[config.mk]
export PLATFORM = sky130hd
export DESIGN_NAME = rv_alu_core
export DESIGN_NICKNAME = d
export VERILOG_FILES = /design/src/hw/rv_alu_pkg.sv /design/src/hw/rv_alu_core.sv /design/src/hw/write_back.sv /design/src/hw/execute_stage.sv /design/src/hw/decode_stage.sv
export VERILOG_INCLUDE_DIRS = /design/src /design/src/hw
export SDC_FILE = /design/constraint.sdc
export NUM_CORES = 2
export LEC_CHECK = 0
export ABC_AREA = 1
export BUFFER_PORTS_ARGS = -buffer_cell sky130_fd_sc_hd__buf_2
export CAP_MARGIN = 20
export CELL_PAD_IN_SITES_DETAIL_PLACEMENT = 1
export CELL_PAD_IN_SITES_GLOBAL_PLACEMENT = 2
export CORE_ASPECT_RATIO = 1.25
export CORE_MARGIN = 3
export CORE_UTILIZATION = 38
export DETAILED_ROUTE_END_ITERATION = 7
export PLACE_DENSITY = 0.87
export SLEW_MARGIN = 30
export SYNTH_ARGS = -nofsm -noshare
export SYNTH_HDL_FRONTEND = slang
export SYNTH_SLANG_ARGS = --single-unit
[constraint.sdc]
create_clock -name clk -period 4.7 [get_ports clk]
set_input_delay 0.235 -clock clk [delete_from_list [all_inputs] [get_ports clk]]
set_output_delay 0.235 -clock clk [all_outputs]
set_load 0.05 [all_outputs]
[src/hw/rv_alu_defs.svh]
`ifndef RV_ALU_DEFS_SVH
`define RV_ALU_DEFS_SVH

// ========================================
// datapath widths
// ========================================

// data word
`define RV_XLEN 32

// register address and count
`define RV_REG_AW 5
`define RV_NREGS 32

// ========================================
// instruction encodings
// ========================================

// major opcodes of the kept classes
`define RV_OPC_OP 7'b0110011
`define RV_OPC_OP_IMM 7'b0010011
`define RV_OPC_LUI 7'b0110111

// funct7 for sub and sra
`define RV_F7_ALT 7'b0100000

`endif
[src/hw/rv_alu_pkg.sv]
`include "rv_alu_defs.svh"

package rv_alu_pkg;

  typedef logic [`RV_XLEN-1:0] word_t;
  typedef logic [`RV_REG_AW-1:0] reg_addr_t;

  // instruction class
  typedef enum logic [1:0] {
    OPC_OP,
    OPC_OP_IMM,
    OPC_LUI,
    OPC_BAD
  } opc_e;

  // alu operation
  typedef enum logic [3:0] {
    ALU_ADD,
    ALU_SUB,
    ALU_SLL,
    ALU_SLT,
    ALU_SLTU,
    ALU_XOR,
    ALU_SRL,
    ALU_SRA,
    ALU_OR,
    ALU_AND,
    ALU_PASS_B
  } alu_op_e;

  // decode to execute
  typedef struct packed {
    logic      valid;
    logic      illegal;
    logic      use_imm;
    alu_op_e   alu_op;
    reg_addr_t rs1;
    reg_addr_t rs2;
    reg_addr_t rd;
    word_t     rdata1;
    word_t     rdata2;
    word_t     imm;
  } dec_pkt_t;

  // execute to result, also the forwarding source
  typedef struct packed {
    logic      valid;
    logic      illegal;
    reg_addr_t rd;
    word_t     result;
  } exe_pkt_t;

  // retire report at the top level
  typedef struct packed {
    reg_addr_t rd;
    word_t     data;
    logic      illegal;
  } ret_t;

endpackage

[src/hw/rv_alu_core.sv]
`timescale 1ns/1ps
`include "rv_alu_defs.svh"

module rv_alu_core (
  input  logic                clk,
  input  logic                rst_n_i,
  input  logic                inst_valid_i,
  input  logic [`RV_XLEN-1:0] inst_i,
  output logic                ret_valid_o,
  output rv_alu_pkg::ret_t    ret_o
);

  logic [`RV_REG_AW-1:0] rs1;
  logic [`RV_REG_AW-1:0] rs2;
  logic [`RV_XLEN-1:0]   rdata1;
  logic [`RV_XLEN-1:0]   rdata2;
  rv_alu_pkg::dec_pkt_t  dec_q;
  rv_alu_pkg::exe_pkt_t  exe_q;

  // decode, reads the register file
  decode_stage u_decode_stage (
    .clk          (clk),
    .rst_n_i      (rst_n_i),
    .inst_valid_i (inst_valid_i),
    .inst_i       (inst_i),
    .rs1_o        (rs1),
    .rs2_o        (rs2),
    .rdata1_i     (rdata1),
    .rdata2_i     (rdata2),
    .dec_o        (dec_q)
  );

  // forwarding and alu
  execute_stage u_execute_stage (
    .clk     (clk),
    .rst_n_i (rst_n_i),
    .dec_i   (dec_q),
    .exe_o   (exe_q)
  );

  // register file write and retire port
  write_back u_write_back (
    .clk         (clk),
    .rst_n_i     (rst_n_i),
    .exe_i       (exe_q),
    .rs1_i       (rs1),
    .rs2_i       (rs2),
    .rdata1_o    (rdata1),
    .rdata2_o    (rdata2),
    .ret_valid_o (ret_valid_o),
    .ret_o       (ret_o)
  );

endmodule

[src/hw/write_back.sv]
`timescale 1ns/1ps
`include "rv_alu_defs.svh"

module write_back (
  input  logic                  clk,
  input  logic                  rst_n_i,
  input  rv_alu_pkg::exe_pkt_t  exe_i,
  input  logic [`RV_REG_AW-1:0] rs1_i,
  input  logic [`RV_REG_AW-1:0] rs2_i,
  output logic [`RV_XLEN-1:0]   rdata1_o,
  output logic [`RV_XLEN-1:0]   rdata2_o,
  output logic                  ret_valid_o,
  output rv_alu_pkg::ret_t      ret_o
);

  // x0 has no storage
  logic [`RV_XLEN-1:0] regs [1:`RV_NREGS-1];
  logic                we;

  assign we = exe_i.valid && !exe_i.illegal && (exe_i.rd != '0);

  // read port with write-through of the pending write
  function automatic logic [`RV_XLEN-1:0] read_port(input logic [`RV_REG_AW-1:0] addr);
    if (addr == '0) begin
      return '0;
    end
    if (we && addr == exe_i.rd) begin
      return exe_i.result;
    end
    return regs[addr];
  endfunction

  // ========================================
  // register file
  // ========================================

  always_ff @(posedge clk or negedge rst_n_i) begin
    if (!rst_n_i) begin
      for (int i = 1; i < `RV_NREGS; i++) begin
        regs[i] <= '0;
      end
    end else if (we) begin
      regs[exe_i.rd] <= exe_i.result;
    end
  end

  always_comb begin
    rdata1_o = read_port(rs1_i);
    rdata2_o = read_port(rs2_i);
  end

  // ========================================
  // retire report
  // ========================================

  // every valid packet retires, legal or not
  assign ret_valid_o   = exe_i.valid;
  assign ret_o.rd      = exe_i.rd;
  assign ret_o.data    = exe_i.result;
  assign ret_o.illegal = exe_i.illegal;

endmodule

[src/hw/execute_stage.sv]
`timescale 1ns/1ps
`include "rv_alu_defs.svh"

module execute_stage (
  input  logic                 clk,
  input  logic                 rst_n_i,
  input  rv_alu_pkg::dec_pkt_t dec_i,
  output rv_alu_pkg::exe_pkt_t exe_o
);

  logic [`RV_XLEN-1:0]  op_a;
  logic [`RV_XLEN-1:0]  rs2_val;
  logic [`RV_XLEN-1:0]  op_b;
  logic [`RV_XLEN-1:0]  alu_res;
  logic [4:0]           shamt;
  rv_alu_pkg::exe_pkt_t exe_d;
  rv_alu_pkg::exe_pkt_t exe_q;

  // take the previous result when it targets this source
  function automatic logic [`RV_XLEN-1:0] fwd_sel(
    input logic [`RV_REG_AW-1:0] addr,
    input logic [`RV_XLEN-1:0]   rf_data,
    input rv_alu_pkg::exe_pkt_t  prev
  );
    if (prev.valid && !prev.illegal && addr != '0 && addr == prev.rd) begin
      return prev.result;
    end
    return rf_data;
  endfunction

  // ========================================
  // operand selection
  // ========================================

  assign op_a    = fwd_sel(dec_i.rs1, dec_i.rdata1, exe_q);
  assign rs2_val = fwd_sel(dec_i.rs2, dec_i.rdata2, exe_q);
  assign op_b    = dec_i.use_imm ? dec_i.imm : rs2_val;
  assign shamt   = op_b[4:0];

  // ========================================
  // alu
  // ========================================

  always_comb begin
    case (dec_i.alu_op)
      rv_alu_pkg::ALU_ADD:    alu_res = op_a + op_b;
      rv_alu_pkg::ALU_SUB:    alu_res = op_a - op_b;
      rv_alu_pkg::ALU_SLL:    alu_res = op_a << shamt;
      rv_alu_pkg::ALU_SLT:    alu_res = {{(`RV_XLEN-1){1'b0}}, $signed(op_a) < $signed(op_b)};
      rv_alu_pkg::ALU_SLTU:   alu_res = {{(`RV_XLEN-1){1'b0}}, op_a < op_b};
      rv_alu_pkg::ALU_XOR:    alu_res = op_a ^ op_b;
      rv_alu_pkg::ALU_SRL:    alu_res = op_a >> shamt;
      rv_alu_pkg::ALU_SRA:    alu_res = $unsigned($signed(op_a) >>> shamt);
      rv_alu_pkg::ALU_OR:     alu_res = op_a | op_b;
      rv_alu_pkg::ALU_AND:    alu_res = op_a & op_b;
      rv_alu_pkg::ALU_PASS_B: alu_res = op_b;
      default:                alu_res = '0;
    endcase
  end

  always_comb begin
    exe_d.valid   = dec_i.valid;
    exe_d.illegal = dec_i.illegal;
    exe_d.rd      = dec_i.rd;
    // illegal ops retire with zero data
    exe_d.result  = dec_i.illegal ? '0 : alu_res;
  end

  // execute pipeline register
  always_ff @(posedge clk or negedge rst_n_i) begin
    if (!rst_n_i) begin
      exe_q <= '0;
    end else begin
      exe_q <= exe_d;
    end
  end

  assign exe_o = exe_q;

endmodule

[src/hw/decode_stage.sv]
`timescale 1ns/1ps
`include "rv_alu_defs.svh"

module decode_stage (
  input  logic                  clk,
  input  logic                  rst_n_i,
  input  logic                  inst_valid_i,
  input  logic [`RV_XLEN-1:0]   inst_i,
  output logic [`RV_REG_AW-1:0] rs1_o,
  output logic [`RV_REG_AW-1:0] rs2_o,
  input  logic [`RV_XLEN-1:0]   rdata1_i,
  input  logic [`RV_XLEN-1:0]   rdata2_i,
  output rv_alu_pkg::dec_pkt_t  dec_o
);

  logic [6:0]             opcode;
  logic [2:0]             funct3;
  logic [6:0]             funct7;
  logic [`RV_REG_AW-1:0]  rd;
  logic                   alt;
  logic                   illegal;
  logic [`RV_XLEN-1:0]    imm;
  rv_alu_pkg::opc_e       opc;
  rv_alu_pkg::alu_op_e    alu_op;
  rv_alu_pkg::dec_pkt_t   dec_d;
  rv_alu_pkg::dec_pkt_t   dec_q;

  // ========================================
  // field extraction
  // ========================================

  assign opcode = inst_i[6:0];
  assign rd     = inst_i[11:7];
  assign funct3 = inst_i[14:12];
  assign rs1_o  = inst_i[19:15];
  assign rs2_o  = inst_i[24:20];
  assign funct7 = inst_i[31:25];

  always_comb begin
    case (opcode)
      `RV_OPC_OP:     opc = rv_alu_pkg::OPC_OP;
      `RV_OPC_OP_IMM: opc = rv_alu_pkg::OPC_OP_IMM;
      `RV_OPC_LUI:    opc = rv_alu_pkg::OPC_LUI;
      default:        opc = rv_alu_pkg::OPC_BAD;
    endcase
  end

  // bit 30 is immediate data for addi, so only OP and right shifts look at it
  assign alt = funct7[5] && ((opc == rv_alu_pkg::OPC_OP) || (funct3 == 3'b101));

  always_comb begin
    case (funct3)
      3'b000:  alu_op = alt ? rv_alu_pkg::ALU_SUB : rv_alu_pkg::ALU_ADD;
      3'b001:  alu_op = rv_alu_pkg::ALU_SLL;
      3'b010:  alu_op = rv_alu_pkg::ALU_SLT;
      3'b011:  alu_op = rv_alu_pkg::ALU_SLTU;
      3'b100:  alu_op = rv_alu_pkg::ALU_XOR;
      3'b101:  alu_op = alt ? rv_alu_pkg::ALU_SRA : rv_alu_pkg::ALU_SRL;
      3'b110:  alu_op = rv_alu_pkg::ALU_OR;
      default: alu_op = rv_alu_pkg::ALU_AND;
    endcase
    // lui just moves the immediate through
    if (opc == rv_alu_pkg::OPC_LUI) begin
      alu_op = rv_alu_pkg::ALU_PASS_B;
    end
  end

  // ========================================
  // legality and immediate
  // ========================================

  always_comb begin
    illegal = 1'b0;
    case (opc)
      rv_alu_pkg::OPC_OP: begin
        if (funct7 != 7'd0 && funct7 != `RV_F7_ALT) begin
          illegal = 1'b1;
        end
        // alt form exists for sub and sra only
        if (funct7 == `RV_F7_ALT && funct3 != 3'b000 && funct3 != 3'b101) begin
          illegal = 1'b1;
        end
      end
      rv_alu_pkg::OPC_OP_IMM: begin
        // shift encodings keep funct7 in imm[11:5]
        if (funct3 == 3'b001 && funct7 != 7'd0) begin
          illegal = 1'b1;
        end
        if (funct3 == 3'b101 && funct7 != 7'd0 && funct7 != `RV_F7_ALT) begin
          illegal = 1'b1;
        end
      end
      rv_alu_pkg::OPC_LUI: illegal = 1'b0;
      default:             illegal = 1'b1;
    endcase
  end

  // u-type for lui, sign extended i-type otherwise
  assign imm = (opc == rv_alu_pkg::OPC_LUI) ? {inst_i[31:12], 12'd0}
                                            : {{20{inst_i[31]}}, inst_i[31:20]};

  always_comb begin
    dec_d.valid   = inst_valid_i;
    dec_d.illegal = illegal;
    dec_d.use_imm = (opc != rv_alu_pkg::OPC_OP);
    dec_d.alu_op  = alu_op;
    dec_d.rs1     = rs1_o;
    dec_d.rs2     = rs2_o;
    dec_d.rd      = rd;
    dec_d.rdata1  = rdata1_i;
    dec_d.rdata2  = rdata2_i;
    dec_d.imm     = imm;
  end

  // decode pipeline register
  always_ff @(posedge clk or negedge rst_n_i) begin
    if (!rst_n_i) begin
      dec_q <= '0;
    end else begin
      dec_q <= dec_d;
    end
  end

  assign dec_o = dec_q;

endmodule

# After elaboration in Yosys (flattened, before gate mapping)
# Cells that the tools add are included.
[totals]
reg_bits = 1149
latchBits = 0
ram_bits = 0
mem_bits_ro = 0
in_bits = 35
output_inout_bits = 39
wordCells = 162
n_memories = 0
[op_classes]
addsub = 2
n_mul = 0
div = 0
n_lt_le_gt_ge = 6
eq_ne = 28
shift = 3
muxes = 43
n_bitwise = 6
reduce_logical = 29
[ops]
columns = ["operator", "n"]
rows = [
  ["bitwise mux 992 bit", 1],
  ["two-way mux 32 bit", 19],
  ["case mux 32 bit (11 select lines)", 1],
  ["binary-select mux 32 bit (select 5 bit)", 2],
  ["demux 32 bit (select 5 bit)", 1],
  ["less-than comparator 32 bit", 2],
  ["adder 32 bit", 1],
  ["bitwise AND 32 bit", 1],
  ["bitwise OR 32 bit", 1],
  ["left shift 32 x 5 -> 32 bit", 1],
  [">> shifter 32 x 5 -> 32 bit", 1],
  [">>> shifter 32 x 5 -> 32 bit", 1],
  ["subtractor 32 bit", 1],
  ["bitwise XOR 32 bit", 1],
  ["two-way mux 31 bit", 1],
  ["case mux 4 bit (7 select lines)", 1],
  ["equality test 7 x 6 -> 1 bit, second input constant", 3],
  ["equality test 5 bit", 4],
  [">= comparator 6 bit, second input constant", 3],
  ["NOT 5 -> 6 bit", 3],
  ["equality test 4 x 3 -> 1 bit, second input constant", 4],
  ["logical AND 1 bit", 16],
  ["nonzero test 5 bit", 3],
  ["two-way mux 1 bit", 14],
  ["other kinds (24)", 31],
]

# Logic depth before layout (Yosys ltp)
[logic_depth]
ltp_word = 10
depth_mapped = 33
depth_no_buf = 30

# Cells and area by module
# From an unflattened synthesis, not the netlist that was laid out.
[unflattened]
hier_cells = 11304
area_unflattened_um2 = 73993.5
[by_module_without_submodules]
columns = ["mod", "instances", "cells_each", "area_per_inst_um2", "seq_area_each_um2"]
rows = [
  ["write_back", 1, 8825, 58274.6, 24823.8],
  ["execute_stage", 1, 2248, 12179.2, 975.9],
  ["decode_stage", 1, 231, 3539.6, 2952.8],
]

# Least setup slack after synthesis
# No wires, ideal clock.
[synth_path]
kind = "flip-flop to flip-flop"
startpoint = "register u_execute_stage.exe_o[32] (netlist name)"
endpoint = "register u_execute_stage.exe_o[24] (netlist name)"
setup_time_ps = 132
arrival_ps = 4131
required_ps = 4568
slack_ps = 437
path_stages_with_launch = 29
n_path_buf = 4
period_less_slack_ps = 4263
path_cell_list = "dfrtp_1 buf_4 inv_2 nand2_1 nand2_1 nor2_2 nand3_4 buf_2 buf_6 buf_6 nand2_1 o211ai_1 o21ai_0 inv_1 ha_1 inv_1 nand2_1 o21ai_0 nor2_1 o21bai_1 a21oi_1 o21ai_0 nand2_1 o21ai_0 nand2_1 nand3_1 nand3_1 nor2_1 nor2_1"

==> impl_metrics.tcl <==
set metrics [dict create \
    synth_seq_cells 1149 \
    yosys.area.top_type "sky130_fd_sc_hd__dfrtp_1" \
    fillerInstances 21500 \
    start_util_pct 38.2 \
    vdd_drop_max_mv 0.322 \
    number_of_synthesized_flops_with_an_enable_pin 0 \
    total_number_of_placement_rows 172 \
    run_status "completed" \
    synth_sequential_area_ratio_pct 42.8 \
    period_needed_ns 4.57 \
    worstMarginPinSlew_ns 1.17 \
    postSynthNetCount 9201 \
    detail_route.drc_violations 0 \
    final_cell_mix "sky130_fd_sc_hd__o21ai_0, sky130_fd_sc_hd__nand2_1, sky130_fd_sc_hd__dfrtp_1" \
    clk_latency_ns 0.81 \
    routed_via_density 6.35 \
    setup_viol_count_final 0 \
    fp.coreArea_um2 176000 \
    synth_top_area_share_pct 42.8 \
    power.density_cell_area_nw_per_um2 328 \
    grt_pass1_wl_um 484000 \
    cts.reportedPaths.clkPinSlew_ns 0.06 \
    layout_commonest_cell "sky130_fd_sc_hd__o21ai_0" \
    drive_above_1_share_pct 7.99 \
    timing.setup.critical_path_class "reg -> reg" \
    syn_inst 9060 \
    first_pass_iters 6 \
    cp_max_fo 21 \
    start_kind "flip-flop" \
    worst_hold_path_type "in -> async" \
    synth_ff_type "sky130_fd_sc_hd__dfrtp_1" \
    syn-mean-instance-area_um2 7.42 \
    max_freq_mhz 219 \
    cts_max_path_buffers 3 \
    die-height_um 476 \
    multi_input_gate_area_in_the_final_layout_um2 33800 \
    critical_path_end_type "flip-flop" \
    grt_overflow_total 0 \
    ys_top_cells_by_area "sky130_fd_sc_hd__dfrtp_1, sky130_fd_sc_hd__o21ai_0, sky130_fd_sc_hd__nand2_1" \
    grt_start_max_net_pins 175 \
    placement.cell_area_um2 70200 \
    yosysWarnings 0 \
    placement.io_buffers 73 \
    crit_arrival_ns 5.20 \
    detailed_router_s_first_iteration_violation_count 7585 \
    final_cell_count_no_fill 11200 \
    cts_inserted_buffers 121 \
    worst_ep_required_time_ns 5.33 \
    routabilityCongestion 1.01 \
    p_leak_nw 32.0 \
    tritoncts "built" \
    antenna_left 0 \
    dpl.cell_count 10900 \
    syn_area_um2 67200 \
    area_growth_pct 11.3 \
    htree_num_levels 3 \
    timing.max_slew.rel_slack_pct 22.3 \
    net_count_reported_at_finish 8881 \
    pin_count 74 \
    global_route_usage_over_all_layers_pct 35.1 \
    finalWirelength_um 330000 \
    final-hold-violation-count 0 \
    vias 71000 \
    detail_route.wl_per_cell_um 29.5 \
    number_of_sinks_handled_by_clock_tree_synthesis 1149 \
    crit_chain "buf_4 > o22ai_1 > a21oi_4 > nand2_4 > buf_12 > buf_4 > nand2_1 > nand2_1 > inv_1 > ha_1 > inv_1 > a21oi_1 > o21ai_1 > o21bai_1 > a221oi_1 > nand3_1 > nand2_1 > nor2_1 > nor2_1 > a21oi_1" \
    finClkSkew_ns 0.0395 \
    post_detailed_placement_half_perimeter_wirelength_um 207000 \
    final.period_utilization_pct 97.2 \
    crit_path_top_delay_cell "sky130_fd_sc_hd__ha_1" \
    r2r_cells 20 \
    final-seq-area_um2 28800 \
    max-cap-violations 0 \
    antenna_violations_before_repair 9 \
    cp_common_cell "sky130_fd_sc_hd__nand2_1" \
    layout.cell_area.non_filler_um2 74800 \
    finalMaxSlewViolations 0 \
    die_width_um 382 \
    design.die.area_um2 182000 \
    slowest_delay_ns 0.54 \
    grt_pass1_vias 72600 \
    async_reset_ff_share_pct 100 \
    synth_cell_types 58 \
    clockRootBuffer "sky130_fd_sc_hd__clkbuf_16" \
    finalHoldWorstSlack_ns 0.0159 \
]
-- critical path: cells and delay by family, from the launching register on --
family | cells | cell delay, ns
AOI/OAI and AO/OA | 7 | 1.73
adders and majority gates | 1 | 0.54
buffers and inverters | 5 | 0.88
DFF | 1 | 0.41
and+or+nand+nor | 7 | 0.78
-- per-layer routing --
| metal | share of wire (%) | routed length (um) | GRT usage, % | vias to the layer above |
|---|---|---|---|---|
| li1 | - | - | - | 30700 |
| met1 | 39 | 130000 | 44.5 | 35900 |
| met2 | 46 | 153000 | 56.6 | 3518 |
| met3 | 8.7 | 28800 | 6.95 | 929 |
| met4 | 5.7 | 18700 | 18.6 | 4 |
| met5 | 0.0085 | 28 | 0 | - |
-- cell families (layout without fill, tap and decap cells) --
group	count (synthesis)	in the layout	share of synthesized area (%)
AND/OR/NAND/NOR	3193	3194	19.8
XOR/XNOR	19	19	0.248
adder cells (fa/ha/maj)	106	106	1.99
AO/OA/AOI/OAI	3323	3323	27.8
flip-flops	1149	1149	42.8
other	0	2	0
buffers and inverters	1270	1050	7.40
-- flip-flops by register name (all words and copies together), names as in the netlist --
signal and cells:
u_decode_stage.dec_o 118, u_execute_stage.exe_o 39, u_write_back.regs 992
-- power by group --
| part | leakage (nW) | internal, mW | total [mW] | switching [mW] |
|---|---|---|---|---|
| logic | 14.2 | 1.16 | 4.35 | 3.19 |
| registers | 15.8 | 10.0 | 10.1 | 0.0969 |
| clock network | 2.01 | 5.60 | 10.1 | 4.47 |
| total | 32.0 | 16.8 | 24.5 | 7.76 |
-- final cells by class --
| cell class | instances | share of cell area [%] |
|---|---|---|
| multi-input cells | 6642 | 45.2 |
| repair buffers | 379 | 4.71 |
| inverters | 447 | 2.30 |
| well taps | 2349 | 3.93 |
| clock buffers | 175 | 4.78 |
| clock inverters | 49 | 0.634 |
| diodes | 2 | 0.00669 |
| flip-flops and latches | 1149 | 38.4 |
-- metrics by stage --
step                      power [mW]   TNS, ns  worst slack (ns)  util [%]
after floorplan                 12.6         0             0.437         -
after detailed placement        14.5   -0.0502           -0.0502      39.9
after global placement          14.4         0            0.0143      39.9
final                           24.5         0             0.131      42.5
after global routing            25.3  -0.00105          -0.00105      42.5
after CTS                       24.5         0            0.0269      42.4
-- final timing paths --
kind	start	to	slack [ns]
max	u_execute_stage.exe_o[34]	u_execute_stage.exe_o[0]	0.13
min	rst_n_i	u_write_back.regs[795]	0.02
max reg2reg	u_execute_stage.exe_o[34]	u_execute_stage.exe_o[0]	0.13
min reg2reg	u_decode_stage.dec_o[97]	u_execute_stage.exe_o[33]	0.35
max in group asynchronous	rst_n_i	u_decode_stage.dec_o[99]	3.25
min in group clk	inst_i[23]	u_decode_stage.dec_o[104]	0.05
-- synthesized netlist by cell type, drive strengths merged, types with 5 or more instances --
library cell	n
a21o	6
nor4	11
or2	10
a31oi	8
a221oi	15
nand3	611
o2111ai	5
o22ai	166
nor3	64
clkbuf	719
o221ai	289
ha	104
dfrtp	1149
o21bai	6
a21oi	715
o31ai	9
buf	104
nand4	47
nand2	1727
nor2	717
inv	444
o211ai	194
xor2	19
o21ai	1882
o21a	17
-- repair_timing --
| action | 4_1_cts | 5_1_grt |
|---|---|---|
| hold buffers | 34 | 0 |
| setup buffers | 0 | 1 |
| gates cloned | 0 | 1 |
| endpoints found under the hold margin | 164 | 0 |
| endpoints found under the setup margin | 1 | 16 |
| resized for setup | 1 | 18 |
| pin swaps | 0 | 3 |
(Power assumes the default switching activity.)
